[src/verilog/l2e_pkg.sv]
//////////////////////////////////////////////////////////////
// Address map, widths and message types of the tile fabric.
// Local space is everything below dram_base, split by device.
//////////////////////////////////////////////////////////////

package l2e_pkg;

  localparam int unsigned addr_w = 32;
  localparam int unsigned data_w = 32;

  // Memory map
  localparam logic [addr_w-1:0] dram_base = 32'h8000_0000;
  localparam int unsigned       dev_lsb   = 20;
  localparam int unsigned       dev_w     = 4;

  localparam logic [dev_w-1:0] cfg_dev = 4'd1;
  localparam logic [dev_w-1:0] mem_dev = 4'd2;

  // Width of the device id read back from config register 0
  localparam int unsigned did_w = 8;

  typedef enum logic [0:0] {
    op_rd = 1'b0,
    op_wr = 1'b1
  } mem_op_e;

  typedef struct packed {
    mem_op_e           op;
    logic [addr_w-1:0] addr;
    logic [data_w-1:0] data;
  } mem_cmd_t;

  // Opcode and address echo the command, data is zero for writes
  typedef struct packed {
    mem_op_e           op;
    logic [addr_w-1:0] addr;
    logic [data_w-1:0] data;
  } mem_resp_t;

  // Decode targets, listed in response priority order
  typedef enum logic [1:0] {
    tgt_mem  = 2'd0,
    tgt_cfg  = 2'd1,
    tgt_loop = 2'd2
  } target_e;

endpackage

[src/verilog/cfg_regs.sv]
//////////////////////////////////////////////////////////////
// Eight config registers at address bits 4:2.
// Register 0 is the read-only device id.
//////////////////////////////////////////////////////////////

`timescale 1ns/1ps

module cfg_regs (
  input  logic                       clk_i,
  input  logic                       rst_n_i,
  input  logic [l2e_pkg::did_w-1:0]  did_i,
  input  logic                       cmd_valid_i,
  input  l2e_pkg::mem_cmd_t          cmd_i,
  output logic                       cmd_ready_o,
  output logic                       resp_valid_o,
  output l2e_pkg::mem_resp_t         resp_o,
  input  logic                       resp_ready_i
);
  import l2e_pkg::*;

  logic [2:0]        idx;
  logic [data_w-1:0] regs_q [1:7];
  logic [data_w-1:0] rd_data;
  logic              accept;
  logic              is_wr;
  logic              resp_valid_q;
  mem_resp_t         resp_q;

  assign idx         = cmd_i.addr[4:2];
  assign is_wr       = (cmd_i.op == op_wr);
  assign cmd_ready_o = ~resp_valid_q;
  assign accept      = cmd_valid_i & cmd_ready_o;

  always_comb begin
    if (idx == 3'd0) begin
      rd_data = {{(data_w - did_w){1'b0}}, did_i};
    end else begin
      rd_data = regs_q[idx];
    end
  end

  // Writes to register 0 are dropped
  always_ff @(posedge clk_i or negedge rst_n_i) begin
    if (!rst_n_i) begin
      for (int i = 1; i < 8; i++) begin
        regs_q[i] <= '0;
      end
    end else if (accept && is_wr && idx != 3'd0) begin
      regs_q[idx] <= cmd_i.data;
    end
  end

  always_ff @(posedge clk_i or negedge rst_n_i) begin
    if (!rst_n_i) begin
      resp_valid_q <= 1'b0;
    end else if (accept) begin
      resp_valid_q <= 1'b1;
    end else if (resp_ready_i) begin
      resp_valid_q <= 1'b0;
    end
  end

  always_ff @(posedge clk_i) begin
    if (accept) begin
      resp_q.op   <= cmd_i.op;
      resp_q.addr <= cmd_i.addr;
      resp_q.data <= is_wr ? '0 : rd_data;
    end
  end

  assign resp_valid_o = resp_valid_q;
  assign resp_o       = resp_q;

endmodule

[config.mk]
export PLATFORM = sky130hd
export DESIGN_NAME = cfg_regs
export DESIGN_NICKNAME = d
export VERILOG_FILES = /design/src/verilog/l2e_pkg.sv /design/src/verilog/cfg_regs.sv
export SDC_FILE = /design/constraint.sdc
export NUM_CORES = 1
export LEC_CHECK = 0
export BUFFER_PORTS_ARGS = -buffer_cell sky130_fd_sc_hd__buf_4
export CAP_MARGIN = 10
export CORE_MARGIN = 2
export CORE_UTILIZATION = 47
export CTS_BUF_LIST = sky130_fd_sc_hd__clkbuf_4
export CTS_CLUSTER_SIZE = 28
export DETAILED_ROUTE_END_ITERATION = 8
export PLACE_DENSITY_LB_ADDON = 0.3
export SETUP_SLACK_MARGIN = 0.15
export SLEW_MARGIN = 40
export SYNTH_ARGS = -nofsm -noshare
export SYNTH_HDL_FRONTEND = slang
export SYNTH_SLANG_ARGS = --single-unit
[constraint.sdc]
create_clock -name clk_i -period 3.53 [get_ports clk_i]
set_clock_uncertainty 0.05 [all_clocks]
set_input_delay 0.1765 -clock clk_i [delete_from_list [all_inputs] [get_ports clk_i]]
set_output_delay 0.1765 -clock clk_i [all_outputs]
set_load 0.005 [all_outputs]
* Word level (Yosys, flattened, before mapping)
Index checks and enable logic that the tools add are counted.
** Cells by class
- $lt $le $gt $ge :: 2
- Mux-type cells :: 9
- Bitwise operators :: 3
- Reduce and logical (&&, ||, !) cells :: 7
** Operators by type and width (number)
- bitwise mux 224 bit :: 1
- binary-select mux 32 bit (select 3 bit) :: 1
- demux 32 bit (select 3 bit) :: 1
- two-way mux 32 bit :: 3
- two-way mux 8 bit :: 1
- >= comparator 4 bit (second input constant) :: 1
- less-than comparator 4 x 1 -> 1 bit (second input constant) :: 1
- NOT 3 -> 4 bit :: 1
- logical AND 1 bit :: 3
- logical NOT 3 bit :: 1
- nonzero test 3 bit :: 1
- two-way mux 1 bit :: 2
- nonzero test 2 bit :: 1
- OR reduction 2 bit :: 1
- bitwise AND 1 bit :: 1
- NOT 1 bit :: 1
** Storage, ports and cells
- Flip-flop bits (word level) :: 290
- Bits of input ports :: 77
- Output and inout port bits :: 67
- Logic and storage cells :: 33

* Depth between registers and ports, before layout
- Depth after elaboration :: 6
- Depth in mapped cells :: 8
- Mapped depth without buffers :: 4

* Least setup slack after synthesis
No wires, ideal clock.
- Path type :: register to register
- Start point :: reg resp_valid_q, in the netlist resp_valid_o
- End point :: reg regs_q[193] in the netlist's numbering
- Setup time :: 0.125 ns
- Arrival time :: 2.451 ns
- Data required time :: 3.355 ns
- Setup slack :: 0.905 ns
- Stages on the path, launching flop included :: 7
- Path buffers :: 2
- Period minus slack after synthesis :: 2.625 ns
- Path through :: dfrtp_1 nor2b_1 clkbuf_2 nand3_2 nor3_4 buf_4 mux2_2
** Between the ends
- Cells in the longest elaborated chain, start to end :: 4
** Ends and longest elaborated chain
- start, declared :: RTL line cfg_regs.sv:26 : logic resp_valid_q;
- start signal, assigned :: RTL line cfg_regs.sv:55 : resp_valid_q <= 1'b0;
- start signal, assigned :: RTL line cfg_regs.sv:57 : resp_valid_q <= 1'b1;
- start signal, assigned :: RTL line cfg_regs.sv:59 : resp_valid_q <= 1'b0;
- NOT 1 bit :: RTL line cfg_regs.sv:31 : assign cmd_ready_o = ~resp_valid_q;
- bitwise AND 1 bit :: RTL line cfg_regs.sv:32 : assign accept = cmd_valid_i & cmd_ready_o;
- named net accept :: RTL line cfg_regs.sv:24 : logic accept;
- logical AND 1 bit (2 in series) :: RTL line cfg_regs.sv:48 : end else if (accept && is_wr && idx != 3'd0) begin
- end signal, assigned by index :: RTL line cfg_regs.sv:49 : regs_q[idx] <= cmd_i.data;
- end, declared :: RTL line cfg_regs.sv:22 : logic [data_w-1:0] regs_q [1:7];
The timed path passes the listed nets, and every way through them passes these cells.
A chain may end at the register's enable or synchronous reset.

* Worst setup path after layout
- Start point :: reg resp_valid_q, in the netlist resp_valid_o
- End point :: reg regs_q[175] in the netlist's numbering
** Between the ends
- Cells in the longest elaborated chain, start to end :: 4
** Ends and longest elaborated chain (RTL line)
- NOT 1 bit :: cfg_regs.sv:31
- bitwise AND 1 bit :: cfg_regs.sv:32
- logical AND 1 bit (2 in series) :: cfg_regs.sv:48
No other way between the ends.

==> flow_summary.yaml <==
routing:
  vias: 8296
  drt-vias-per-instance: 5.54
  routed_wl_um: 31000
  wl_per_cell_um: 20.7
  drtIter0Drc: 520
  antenna_left: 0
  dr.pass1.iters: 6
  drc_errors: 0
cells_and_area:
  final_common_cell: "mux2_2"
  final_cell_mix: "244 x mux2_2, 225 x dfrtp_1, 167 x buf_4"
  area_growth_pct: 25.7
  layout.nets: 1184
  fin_util: 0.600
  drive_gt1_frac: 0.482
logic_synthesis:
  ys.warnings.count: 0
  synth_area_leaders: "dfrtp_1 45%, mux2_2 22%, edfxtp_1 16%, mux2i_1 2.3%, buf_4 1.3%"
  synth_cell_types: 49
  synth.avg_cell_area_um2: 14.9
  syn_inst: 835
  synth.largest_area_cell: "dfrtp_1"
  synth_fp_nets: 912
  synth_top_area_frac: 0.454
  syn_area_um2: 12400
  ys_seq_elements: 290
  yosysSeqAreaShare: 0.611
clock_network:
  ctsResizeCount: 0
  cts_tree: "built"
  path_clk_slew_ns: 0.06
  clk_path_buf_depth: 3
  clk_latency_ns: 0.68
  htree_num_levels: 3
  cts_buffers: 76
  cts_num_sinks: 290
  root_buffer: "clkbuf_4"
hold_path:
  hp-class: "primary input to flip-flop"
timing:
  min_period_over_period: 0.669
  hold_viol_final: 0
  max_freq_ghz: 0.424
  fin_setup_tns_ns: 0
  rsz0062_at_grt: "false"
  worstMarginPinSlew_ns: 0.699
  slew-limit-headroom: 0.532
  fin_crit_ns: 2.36
  final-max-slew-violation-count: 0
  final-setup-viol-count: 0
placed_design:
  dpl.hpwl_um: 18700
  port_buffers: 143
  place_congestion: 0.741
critical_path:
  required_ns: 4.02
  crit_path_start_kind: "flip-flop"
  cp_max_fo: 42
  worstSetupPathType: "flip-flop to flip-flop"
  critical_path_arrival_ns: 2.85
  cp-end-kind: "flip-flop"
floorplan:
  die_area_um2: 27700
  num_rows: 59
  ios: 144
  coreArea_um2: 26000
  start_util: 0.478
  die_y_um: 166
  die_w_um: 166
power:
  cellPowerDensity_nw_per_um2: 573
  p_leak_uw: 0.00698
  peakVddDrop_mv: 0.333
global_route:
  grtUsageTotal: 0.226
  grt-busiest-layer: "met2"
  antenna_found_initial: 1
  grt_overflow_total: 0
  met1_usage: 0.307
  use_met3: 0.0478
  use_met2: 0.363
  grt_max_degree: 85
  grt_pass1_wl_um: 49100
  grt_pass1_vias: 8790
run_status:
  outcome: "complete, no violations"
flow_run:
  maxCapViolations: 0
## cell families (layout without fill, tap and decap cells)
group	Yosys count	count (layout)	share of synthesized area
flops	290	290	0.611
mux	286	286	0.258
buf+inv	58	385	0.0287
simple gates	94	94	0.0413
other cells	0	1	0
compound gates	107	107	0.0613
## area by class of cell
cell class / count / area (um^2)
fillers: 2026 / 10400
flip-flops and latches: 290 / 7580
multi-input cells: 487 / 4490
repair buffers: 249 / 2110
clock buffers: 123 / 923
well taps: 335 / 419
clock inverters: 10 / 65.1
inverters: 3 / 11.3
diodes: 1 / 2.50
## power breakdown
| group | total (uW) | switching [uW] | internal, uW |
|---|---|---|---|
| Clock | 2950 | 1320 | 1640 |
| Combinational | 1470 | 589 | 883 |
| Sequential | 4520 | 354 | 4160 |
| Total | 8940 | 2260 | 6690 |
## worst paths after layout
path / endpoint / slack, ns / from / depth (start not counted)
setup / recovery: regs_q[175] / 1.17 / resp_valid_o / 5
hold / removal: resp_o[49] / 0.17 / cmd_i[49] / 2
setup reg to reg: regs_q[175] / 1.17 / resp_valid_o / 5
hold reg to reg: regs_q[199] / 0.44 / regs_q[199] / 1
max in group asynchronous: regs_q[114] / 1.86 / rst_n_i / 4
min in group asynchronous: regs_q[56] / 0.55 / rst_n_i / 3
## metrics by stage
step / setup WS (ns) / power [uW] / instance area [um^2] / hold slack [ns] / instances
finish: 1.17 / 8940 / 15600 / 0.168 / 1498
global route: 1.06 / 9440 / 15600 / 0.119 / 1498
CTS: 1.13 / 9030 / 15600 / 0.113 / 1497
detailed placement: 1.12 / 5980 / 13800 / 0.140 / 1286
global placement: 1.16 / 5920 / 13800 / 0.139 / 1286
floorplan: 0.905 / 5420 / 12400 / -0.169 / 835
## layer usage
| layer | wire length, um | up-vias |
|---|---|---|
| li1 | - | 3721 |
| met1 | 13800 | 4244 |
| met5 | 0 | - |
| met2 | 14700 | 286 |
| met3 | 1850 | 45 |
| met4 | 559 | 0 |
## cells in the mapped netlist (all sizes together)
| master | n |
|---|---|
| nand3 | 12 |
| nand3b | 3 |
| o21ai | 17 |
| a21oi | 12 |
| a221oi | 6 |
| and2b | 1 |
| edfxtp | 65 |
| nor2b | 6 |
| and4 | 1 |
| buf | 48 |
| a22oi | 9 |
| o32a | 1 |
| mux2 | 256 |
| o221a | 1 |
| and3 | 7 |
| nand4b | 1 |
| clkbuf | 7 |
| o22a | 1 |
| or2 | 3 |
| o21bai | 1 |
| a222oi | 9 |
| nand2 | 28 |
| nand2b | 10 |
| a32oi | 14 |
| mux4 | 1 |
| a22o | 4 |
| nor3 | 3 |
| and2 | 2 |
| dfrtp | 225 |
| mux2i | 29 |
| a211oi | 3 |
| a31oi | 19 |
| o22ai | 6 |
| a41oi | 1 |
| nor3b | 1 |
| a21o | 3 |
| nor2 | 16 |
| inv | 3 |
## timing repair
action / in CTS / in global routing
hold buffers: 78 / 0
setup endpoints to repair: 0 / 0
buffers inserted: 0 / 0
hold endpoints to repair: 440 / 0
## registers in the layout, indices dropped and copies added, names as in the netlist
signal / cells
regs_q: 224
resp_o: 65
resp_valid_o: 1
## worst max-delay path, stage by stage (launching register included)
cell and delay (ns):
dfrtp_1 0.42, nor2b_4 0.31, buf_4 0.57, nand4b_1 0.15, buf_4 0.33, mux2_2 0.34
Power figures use the tool's default switching activity.
