[src/verilog/l2e_pkg.sv]
//////////////////////////////////////////////////////////////
// Address map, widths and message types of the tile fabric.
// Local space is everything below dram_base, split by device.
//////////////////////////////////////////////////////////////

package l2e_pkg;

  localparam int unsigned addr_w = 32;
  localparam int unsigned data_w = 32;

  // Memory map
  localparam logic [addr_w-1:0] dram_base = 32'h8000_0000;
  localparam int unsigned       dev_lsb   = 20;
  localparam int unsigned       dev_w     = 4;

  localparam logic [dev_w-1:0] cfg_dev = 4'd1;
  localparam logic [dev_w-1:0] mem_dev = 4'd2;

  // Width of the device id read back from config register 0
  localparam int unsigned did_w = 8;

  typedef enum logic [0:0] {
    op_rd = 1'b0,
    op_wr = 1'b1
  } mem_op_e;

  typedef struct packed {
    mem_op_e           op;
    logic [addr_w-1:0] addr;
    logic [data_w-1:0] data;
  } mem_cmd_t;

  // Opcode and address echo the command, data is zero for writes
  typedef struct packed {
    mem_op_e           op;
    logic [addr_w-1:0] addr;
    logic [data_w-1:0] data;
  } mem_resp_t;

  // Decode targets, listed in response priority order
  typedef enum logic [1:0] {
    tgt_mem  = 2'd0,
    tgt_cfg  = 2'd1,
    tgt_loop = 2'd2
  } target_e;

endpackage

[src/verilog/mem_cmd_router.sv]
//////////////////////////////////////////////////////////////
// Routes commands to memory, config or loopback by address.
// One response per target in flight, fixed priority merge.
//////////////////////////////////////////////////////////////

`timescale 1ns/1ps

module mem_cmd_router (
  input  logic               clk_i,
  input  logic               rst_n_i,
  input  logic               cmd_valid_i,
  input  l2e_pkg::mem_cmd_t  cmd_i,
  output logic               cmd_ready_o,
  output logic               resp_valid_o,
  output l2e_pkg::mem_resp_t resp_o,
  input  logic               resp_ready_i,
  output l2e_pkg::mem_cmd_t  tgt_cmd_o,
  output logic               mem_cmd_valid_o,
  input  logic               mem_cmd_ready_i,
  input  logic               mem_resp_valid_i,
  input  l2e_pkg::mem_resp_t mem_resp_i,
  output logic               mem_resp_ready_o,
  output logic               cfg_cmd_valid_o,
  input  logic               cfg_cmd_ready_i,
  input  logic               cfg_resp_valid_i,
  input  l2e_pkg::mem_resp_t cfg_resp_i,
  output logic               cfg_resp_ready_o
);
  import l2e_pkg::*;

  target_e          tgt;
  logic [dev_w-1:0] dev;
  logic             loop_cmd_valid;
  logic             loop_cmd_ready;
  logic             loop_resp_valid_q;
  mem_resp_t        loop_resp_q;
  logic             gnt_mem;
  logic             gnt_cfg;
  logic             gnt_loop;

  assign dev = cmd_i.addr[dev_lsb +: dev_w];

  // Address decode
  always_comb begin
    if (cmd_i.addr >= dram_base) begin
      tgt = tgt_mem;
    end else if (dev == cfg_dev) begin
      tgt = tgt_cfg;
    end else if (dev == mem_dev) begin
      tgt = tgt_mem;
    end else begin
      tgt = tgt_loop;
    end
  end

  // All targets see the same command bus, only one gets valid
  assign tgt_cmd_o       = cmd_i;
  assign mem_cmd_valid_o = cmd_valid_i & (tgt == tgt_mem);
  assign cfg_cmd_valid_o = cmd_valid_i & (tgt == tgt_cfg);
  assign loop_cmd_valid  = cmd_valid_i & (tgt == tgt_loop);

  // Ready follows the decoded target so each target can hold one response
  always_comb begin
    case (tgt)
      tgt_mem:  cmd_ready_o = mem_cmd_ready_i;
      tgt_cfg:  cmd_ready_o = cfg_cmd_ready_i;
      default:  cmd_ready_o = loop_cmd_ready;
    endcase
  end

  // Loopback responder for unmapped local devices
  assign loop_cmd_ready = ~loop_resp_valid_q;

  always_ff @(posedge clk_i or negedge rst_n_i) begin
    if (!rst_n_i) begin
      loop_resp_valid_q <= 1'b0;
    end else if (loop_cmd_valid && loop_cmd_ready) begin
      loop_resp_valid_q <= 1'b1;
    end else if (gnt_loop && resp_ready_i) begin
      loop_resp_valid_q <= 1'b0;
    end
  end

  always_ff @(posedge clk_i) begin
    if (loop_cmd_valid && loop_cmd_ready) begin
      loop_resp_q.op   <= cmd_i.op;
      loop_resp_q.addr <= cmd_i.addr;
      loop_resp_q.data <= '0;
    end
  end

  // Fixed priority: memory, then config, then loopback
  assign gnt_mem  = mem_resp_valid_i;
  assign gnt_cfg  = cfg_resp_valid_i & ~mem_resp_valid_i;
  assign gnt_loop = loop_resp_valid_q & ~mem_resp_valid_i & ~cfg_resp_valid_i;

  assign resp_valid_o = mem_resp_valid_i | cfg_resp_valid_i | loop_resp_valid_q;

  always_comb begin
    if (gnt_mem) begin
      resp_o = mem_resp_i;
    end else if (gnt_cfg) begin
      resp_o = cfg_resp_i;
    end else begin
      resp_o = loop_resp_q;
    end
  end

  assign mem_resp_ready_o = resp_ready_i & gnt_mem;
  assign cfg_resp_ready_o = resp_ready_i & gnt_cfg;

endmodule

[config.mk]
export PLATFORM = sky130hd
export DESIGN_NAME = mem_cmd_router
export DESIGN_NICKNAME = d
export VERILOG_FILES = /design/src/verilog/l2e_pkg.sv /design/src/verilog/mem_cmd_router.sv
export SDC_FILE = /design/constraint.sdc
export NUM_CORES = 1
export LEC_CHECK = 0
export BUFFER_PORTS_ARGS = -buffer_cell sky130_fd_sc_hd__buf_2
export CORE_AREA = 10 10 123 125
export DETAILED_ROUTE_END_ITERATION = 7
export DIE_AREA = 0 0 133 135
export PLACE_DENSITY = 0.6
export SLEW_MARGIN = 40
export SYNTH_ARGS = -nofsm -noshare
export SYNTH_HDL_FRONTEND = slang
export SYNTH_SLANG_ARGS = --single-unit
[constraint.sdc]
create_clock -name clk_i -period 5.5 [get_ports clk_i]
set_clock_uncertainty 0.2 [all_clocks]
set_input_delay 0.55 -clock clk_i [delete_from_list [all_inputs] [get_ports clk_i]]
set_output_delay 0.55 -clock clk_i [all_outputs]
set_load 0.03 [all_outputs]
## Word-level counts from Yosys, hierarchy flattened

Index checks and enable logic that the tools add are counted.

- Input bits: 203
- Register bits: 34
- Output and inout bits: 136
- Logic and storage cells: 33

- Bitwise gates (word level): 13
- Reduce and logical (&&, ||, !) cells: 4
- Equality and inequality tests: 4
- Multiplexer cells: 8
- $lt $le $gt $ge: 1

Operator list:

| cell | count |
|---|---|
| $mux 65 | 2 |
| $ge 32x32->1 const B | 1 |
| $and 1x1->1 | 8 |
| $mux 2 | 3 |
| $eq 4x1->1 const B | 1 |
| $eq 4x2->1 const B | 1 |
| $not 1->1 | 3 |
| $eq 2x1->1 const B | 1 |
| $eq 2x2->1 const B | 1 |
| $logic_and 1x1->1 | 2 |
| $logic_not 2->1 | 1 |
| $mux 1 | 2 |
| $or 1x1->1 | 2 |
| $pmux 1 s2 | 1 |
| $reduce_bool 2->1 | 1 |

## Logic depth before layout (Yosys ltp)

Gate-level depths: netlist (run 1).

- Depth in word-level cells: 8
- Depth in mapped cells: 5

## Least setup slack after synthesis (run 1)

Ideal clock, no wire load.

- Path kind: input to register
- From: input port cmd_i[52] (netlist name)
- To: register loop_resp_q[32] (netlist name) (enable)
- Stages on the path: 3
- Arrival time: 1802 ps
- Library setup time: 393 ps
- Path slack: 3105 ps
- Path buffers: 0
- Path through: xor2_1 a211oi_2 and2_1

- Longest elaborated chain between the ends: 7
- Elaborated cells between the ends (all ways): 9
- Those cells by class: 1 x order compare; 3 x eq/ne; 3 x mux; 1 x bitwise; 1 x reduce/logical

Ends and longest elaborated chain:

| item | line | RTL |
|---|---|---|
| start, declared | mem_cmd_router.sv:12 | `input l2e_pkg::mem_cmd_t cmd_i,` |
| parallel branches: the longest is 3 deep, another holds $ge 32x32->1 | - |  |
| $mux 2 * | mem_cmd_router.sv:45 | `if (cmd_i.addr >= dram_base) begin` |
| $eq 2x2->1 * | mem_cmd_router.sv:60 | `assign loop_cmd_valid = cmd_valid_i & (tgt == tgt_loop);` |
| $and 1x1->1 * | mem_cmd_router.sv:60 |  |
| $logic_and 1x1->1 * | mem_cmd_router.sv:85 | `if (loop_cmd_valid && loop_cmd_ready) begin` |
| end, declared | mem_cmd_router.sv:36 | `mem_resp_t loop_resp_q;` |

Every way passes the cells marked *.
A chain may end at the register's enable or synchronous reset.

==> results of run 1 <==
-- worst max path at each step --
| stage | slack [ns] | end | startpoint |
|---|---|---|---|
| 2_1_floorplan | 3.10 | loop_resp_q[32] | cmd_i[52] |
| 3_3_place_gp | 2.49 | resp_o[49] | cfg_resp_valid_i |
| 3_5_place_dp | 2.45 | resp_o[45] | cfg_resp_valid_i |
| 4_1_cts | 2.45 | resp_o[45] | cfg_resp_valid_i |
| 5_1_grt | 2.26 | resp_o[45] | cfg_resp_valid_i |
| 6_report | 2.47 | resp_o[45] | cfg_resp_valid_i |
-- sequential cells by signal (all words and copies together), names as in the netlist --
signal	count
loop_resp_valid_q	1
loop_resp_q	33
-- power by group through the flow --
stage	logic [W]	registers, W	clock network [W]
5_1_grt	0.000355	0.000314	0.000288
4_1_cts	0.000332	0.000313	0.000274
3_5_place_dp	0.000331	0.000318	0
6_report	0.000327	0.000313	0.000264
2_1_floorplan	0.000261	0.000315	0
3_3_place_gp	0.000329	0.000318	0
-- Yosys cell counts --
cell type	n	area, sq um
nor3b_1	1	7.510
nor4b_1	1	8.760
buf_8	3	45.04
nand2_1	99	371.6
nand3b_1	1	7.510
buf_6	5	56.30
dfrtp_1	1	25.02
xor2_1	1	8.760
a211oi_2	1	12.51
nor2_1	3	11.26
mux2i_1	33	330.3
o21ai_1	19	95.09
buf_2	8	40.04
and2_1	2	12.51
edfxtp_1	33	991.0
clkbuf_1	6	22.52
o21ai_0	47	235.2
buf_4	66	495.5
and3_1	1	6.260
o21a_1	1	7.510
nand3_1	1	5.000
or3_1	1	6.260
a22o_1	1	8.760
-- critical path, cell delays in order --
cell     delay (ns)
buf_2          0.58
buf_4          0.57
mux2i_1        0.25
o21ai_0        0.09
buf_2          0.21
-- metal layers --
layer | GRT usage, % | share of wire [%] | wire [um]
met1 | 12.00 | 34 | 4294
met2 | 24.63 | 53 | 6839
met3 | 6.528 | 12 | 1528
met4 | 3.056 | 1.2 | 151
met5 | 0.2915 | 0 | 0
-- kinds of logic after synthesis --
kind of cell           Yosys count
flip-flops                      34
AO/OA/AOI/OAI                   69
buffers and inverters           88
multiplexers                    33
AND/OR/NAND/NOR                110
XOR/XNOR                         1
-- stage by stage --
stage	total power, W	std cells	util (%)
floorplan	0.0005764	335	-
global placement	0.0006470	696	29.94
detailed placement	0.0006485	696	29.94
CTS	0.0009192	705	31.11
global route	0.0009573	705	31.11
finish	0.0009043	705	31.11
-- timing repair --
item / CTS / global route
setup buffers: 0 / 0
endpoints found under the hold margin: 1 / 0
hold buffers: 1 / 0
-- layout make-up --
type                    count  area [sq um]
repair buffers            278          1406
multi-input cells         213          1135
clock inverters             2         8.758
flip-flops and latches     34          1016
fillers                  1381          8658
clock buffers               6         128.9
well taps                 172         215.2
==> results.py, run 1 <==
metrics = {
    "sta": {
        "rsz0062_at_grt": "no",
        "setup_viol": 0,
        "finalHoldViolations": 0,
        "relSlewSlack_pct": 48.69,
        "fin_setup_tns_ns": 0,
        "final.min_clock_period_ns": 3.027,
        "worst_pin_slew_ns": 0.7696,
        "finalCritPeriodShare_pct": 55.04,
        "holdWs_ns": 0.2582,
        "max_freq_ghz": 0.3304,
        "worst_slack_ns": 2.473,
        "slew_viol_final": 0,
    },
    "placement": {
        "placed_cell_area_sq_mm": 0.003762,
        "preCtsSetupSlack_ns": 2.447,
        "portBuffers": 274,
        "place.gp.congestion": 0.8462,
        "dp_hpwl_um": 11190,
    },
    "floorplanning": {
        "boundaryPins": 339,
        "die_w_um": 133,
        "core_region_area_sq_mm": 0.01257,
        "rows": 41,
        "die_h_um": 135,
        "start_util_pct": 22.36,
        "dieArea_sq_mm": 0.01796,
    },
    "power_and_ir_drop": {
        "irDropWorstVdd_mv": 0.1063,
        "internal-power_w": 0.0005832,
        "clock_power_share_pct": 29.2,
        "p_sw_w": 0.0003212,
        "sw_frac_of_total_pct": 35.51,
        "p_leak_nw": 2.044,
        "power.share.sequential_pct": 34.6,
        "p_per_area_mw_per_mm2": 231.3,
        "power.share.combinational_pct": 36.2,
    },
    "setup_path": {
        "regToRegStartpoint": "loop_resp_valid_q",
        "critical_path.endpoint_type": "output pin",
        "cp_data_arrival_time_ns": 2.28,
        "ff2ff_setup_slack_ns": 3.47,
        "worst-path-max-fanout": 37,
        "required_ns": 4.75,
        "rr_worst_depth": 3,
        "r2r-end": "loop_resp_q[35]",
        "crit_type": "primary input to output pin",
        "start_kind": "primary input",
    },
    "run_status": {
        "outcome": "finished, final reports clean",
    },
    "yosys": {
        "synthesis.area_sq_mm": 0.002810,
        "muxShareOfSynthArea_pct": 11.75,
        "ys_seq_area_share_pct": 36.15,
        "synthAdderAreaFrac_pct": 0,
        "synth_compound_area_share_pct": 12.78,
        "synth.distinct_cells": 23,
        "synthSimpleGateAreaFrac_pct": 15.54,
        "synth_top_family_by_area": "buffers and inverters",
        "synth_area_per_cell_sq_um": 8.389,
        "synth_nets": 538,
        "ys_ff_latch": 34,
        "synth_xor_area_share_pct": 0.3117,
        "ys_warn_count": 0,
        "synthCells": 335,
    },
    "routing": {
        "drt_iter0_markers": 93,
        "first_pass_iters": 4,
        "route.detailed.drc": 0,
        "num_vias": 2935,
        "routedWlPerCell_um": 18.18,
        "vias_per_cell": 4.163,
        "antenna_left": 0,
        "drt-total-wl_um": 12810,
    },
    "layout": {
        "fin_nets": 735,
        "final_layout_size_suffix_gt1_share_pct": 53.28,
        "syn_to_final_growth_pct": 39.14,
        "most-common-layout-cells": "273 x buf_2, 99 x nand2_1, 47 x o21ai_0, 33 x mux2i_1, 33 x edfxtp_1",
        "num_antenna_cells": 0,
        "final_common_cell": "buf_2",
        "final_area_sq_mm": 0.003910,
    },
    "clock_tree": {
        "clkLatencyLatePin_ns": 0.27,
        "cts_resized": 0,
        "cts_tree": "built",
        "cts_root_buffer": "clkbuf_16",
        "cts_buffers": 5,
        "cts_sinks": 34,
        "htreeDepth": 2,
        "clk_pin_slew_ns": 0.05,
        "clockBufferDepth": 2,
    },
    "worst_hold_path": {
        "min_path_type": "primary input to register",
        "min_from": "cmd_i[64]",
        "whs_path_depth": 1,
        "holdPathEnd": "loop_resp_q[64]",
    },
    "global_route": {
        "antenna_found_initial": 0,
        "grt_pass1_vias": 3297,
        "grt_max_degree": 75,
        "grt_first_pass_wirelength_um": 18550,
        "track_usage_pct": 12.95,
        "overflow": 0,
    },
    "job": {
        "maxCapViolCount": 0,
    },
}
No activity file was read; power rests on OpenSTA's default activity.
==> run 2: changes to the inputs <==
--- a/config.mk
+++ b/config.mk
@@ -6,10 +6,10 @@
 export NUM_CORES = 1
 export LEC_CHECK = 0
 export BUFFER_PORTS_ARGS = -buffer_cell sky130_fd_sc_hd__buf_2
-export CORE_AREA = 10 10 123 125
+export CORE_AREA = 10 10 124 126
 export DETAILED_ROUTE_END_ITERATION = 7
-export DIE_AREA = 0 0 133 135
-export PLACE_DENSITY = 0.6
+export DIE_AREA = 0 0 134 136
+export PLACE_DENSITY = 0.62
 export SLEW_MARGIN = 40
 export SYNTH_ARGS = -nofsm -noshare
 export SYNTH_HDL_FRONTEND = slang
==> constraint.sdc (replaced) <==
create_clock -name clk_i -period 2.7 [get_ports clk_i]
set_clock_uncertainty 0.2 [all_clocks]
set_input_delay 0.27 -clock clk_i [delete_from_list [all_inputs] [get_ports clk_i]]
set_output_delay 0.27 -clock clk_i [all_outputs]
set_load 0.03 [all_outputs]
==> run 2 against run 1 <==
Wire length rose by 4.1%. First-iteration DRC count fell by 13%. Non-clock buffer count rose by 30. Register-to-register slack got worse by 2.4 ns. Utilization rose by 1.5 points. Highest routed layer unchanged. Sequential share of layout area fell by 2.0 points. Critical path type unchanged. Via count rose by 5.2%. Final area rose by 8.3%. Count of clock-buffer cells in the layout did not move.
==> results.py, run 2 (same netlist as run 1, synthesis figures left out) <==
metrics = {
    "layout": {
        "final_layout_size_suffix_gt1_share_pct": 51.87,
        "largest_reg_flops": 33,
        "largest_register": "loop_resp_q",
        "fillers": 1374,
        "syn_to_final_growth_pct": 50.62,
        "most-common-layout-cells": "273 x buf_2, 99 x nand2_1, 47 x o21ai_0, 33 x mux2i_1, 33 x edfxtp_1",
        "final_common_cell": "buf_2",
        "fin_nets": 765,
        "reg.largest.list": "loop_resp_q (33), loop_resp_valid_q (1)",
        "num_antenna_cells": 0,
    },
    "placement": {
        "portBuffers": 274,
        "dp_hpwl_um": 11360,
        "preCtsSetupSlack_ns": 0.7753,
        "place.gp.congestion": 0.8810,
    },
    "clock_tree": {
        "cts_sinks": 34,
        "cts_setup_buffers": 0,
        "cts_buffers": 5,
        "cts_root_buffer": "clkbuf_16",
        "clkLatencyLatePin_ns": 0.28,
        "htreeDepth": 2,
        "clk_pin_slew_ns": 0.05,
        "clockBufferDepth": 2,
        "cts_tree": "built",
    },
    "global_route": {
        "grt_max_degree": 63,
        "grt_pass1_vias": 3235,
        "track_usage_pct": 13.09,
        "antenna_found_initial": 0,
        "grt_first_pass_wirelength_um": 18790,
        "overflow": 0,
    },
    "floorplanning": {
        "rows": 42,
        "core_region_area_sq_mm": 0.01298,
        "start_util_pct": 21.65,
        "die_h_um": 136,
        "dieArea_sq_mm": 0.01822,
        "boundaryPins": 339,
        "die_w_um": 134,
    },
    "routing": {
        "wl_met1_um": 4471,
        "num_vias": 3087,
        "vias_per_cell": 4.177,
        "drt-total-wl_um": 13340,
        "drt_iter0_markers": 81,
        "wl_met3_um": 1664,
        "first_pass_iters": 4,
        "wl_met2_um": 6983,
        "routedWlPerCell_um": 18.05,
        "antenna_left": 0,
        "routed.top_layer": "met4",
        "route.detailed.drc": 0,
    },
    "setup_path": {
        "required_ns": 2.23,
        "critical_path.endpoint_type": "output pin",
        "cp_slowest_stage_delay_ns": 0.47,
        "crit_chain": "buf_4 -> buf_12 -> nand2_1 -> o21ai_1 -> buf_2",
        "start_kind": "primary input",
        "crit_type": "primary input to output pin",
        "cp_slowest_cell": "buf_4",
        "rr_worst_depth": 3,
        "worst-path-max-fanout": 62,
        "cp_data_arrival_time_ns": 1.46,
    },
    "sta": {
        "relSlewSlack_pct": 61.07,
        "finalHoldViolations": 0,
        "rsz0062_at_grt": "no",
        "setup_viol": 0,
        "fin_setup_tns_ns": 0,
        "final.min_clock_period_ns": 1.926,
        "max_freq_ghz": 0.5191,
        "finalCritPeriodShare_pct": 71.34,
        "slew_viol_final": 0,
        "worst_slack_ns": 0.7737,
        "worst_pin_slew_ns": 0.5839,
    },
    "power_and_ir_drop": {
        "p_leak_nw": 2.189,
        "p_per_area_mw_per_mm2": 445.6,
        "irDropWorstVdd_mv": 0.3339,
    },
    "job": {
        "maxCapViolCount": 0,
    },
    "run_status": {
        "outcome": "finished, final reports clean",
    },
    "worst_hold_path": {
        "whs_path_depth": 1,
        "min_path_type": "primary input to register",
    },
}
==> run 2: stage by stage <==
step           area, sq um  util, %  hold slack [ns]  total power (W)  cells
2_1_floorplan         2810        -          -0.2256         0.001174    335
3_3_place_gp          3865    29.78          -0.1545         0.001335    708
3_5_place_dp          3865    29.78          -0.1528         0.001338    708
4_1_cts               4223    32.53         0.003622         0.001910    738
5_1_grt               4233    32.61         0.003088         0.001986    739
6_report              4233    32.61         0.001497         0.001886    739
==> run 2: what timing repair did <==
action / 4_1_cts / 5_1_grt
endpoints found under the hold margin: 22 / 1
gates resized for setup: 0 / 0
hold buffers: 22 / 1
==> run 2: cell type report <==
cell class / instances / area (sq um) / share of cell area (%)
clock buffer: 6 / 128.9 / 3.045
clock inverter: 2 / 8.758 / 0.2069
multi-input combinational: 213 / 1135 / 26.81
sequential: 34 / 1016 / 24.00
tap: 176 / 220.2 / 5.202
timing repair buffer: 308 / 1724 / 40.73
==> run 2: worst max-delay path: cells and delay by family <==
kind	cells	cell delay, ns
AO/OA/AOI/OAI	1	0.10
buffers and inverters	3	0.98
AND/OR/NAND/NOR	1	0.07
==> run 2: final timing paths <==
path	from	endpoint	slack, ns
min in group asynchronous	rst_n_i	loop_resp_valid_q	0.12
max	mem_resp_valid_i	resp_o[24]	0.77
max in group asynchronous	rst_n_i	loop_resp_valid_q	2.10
min reg2reg	loop_resp_valid_q	loop_resp_valid_q	0.34
max reg2reg	loop_resp_valid_q	loop_resp_q[34]	1.10
min	cmd_i[33]	loop_resp_q[33]	0.001
==> run 2: layer usage <==
metal / GRT usage [%] / vias up
met5: 0.2770 / -
met3: 6.605 / 12
met4: 3.567 / 0
met1: 12.15 / 1342
met2: 24.72 / 211
li1: - / 1522
==> run 2: report_power, final <==
part	total (W)	leakage, nW	internal [W]	switching [W]
logic	0.000712	1.81	0.000263	0.000449
clock network	0.000538	0.0683	0.000337	0.000202
registers	0.000636	0.314	0.000623	0.0000129
total	0.00189	2.19	0.00122	0.000663
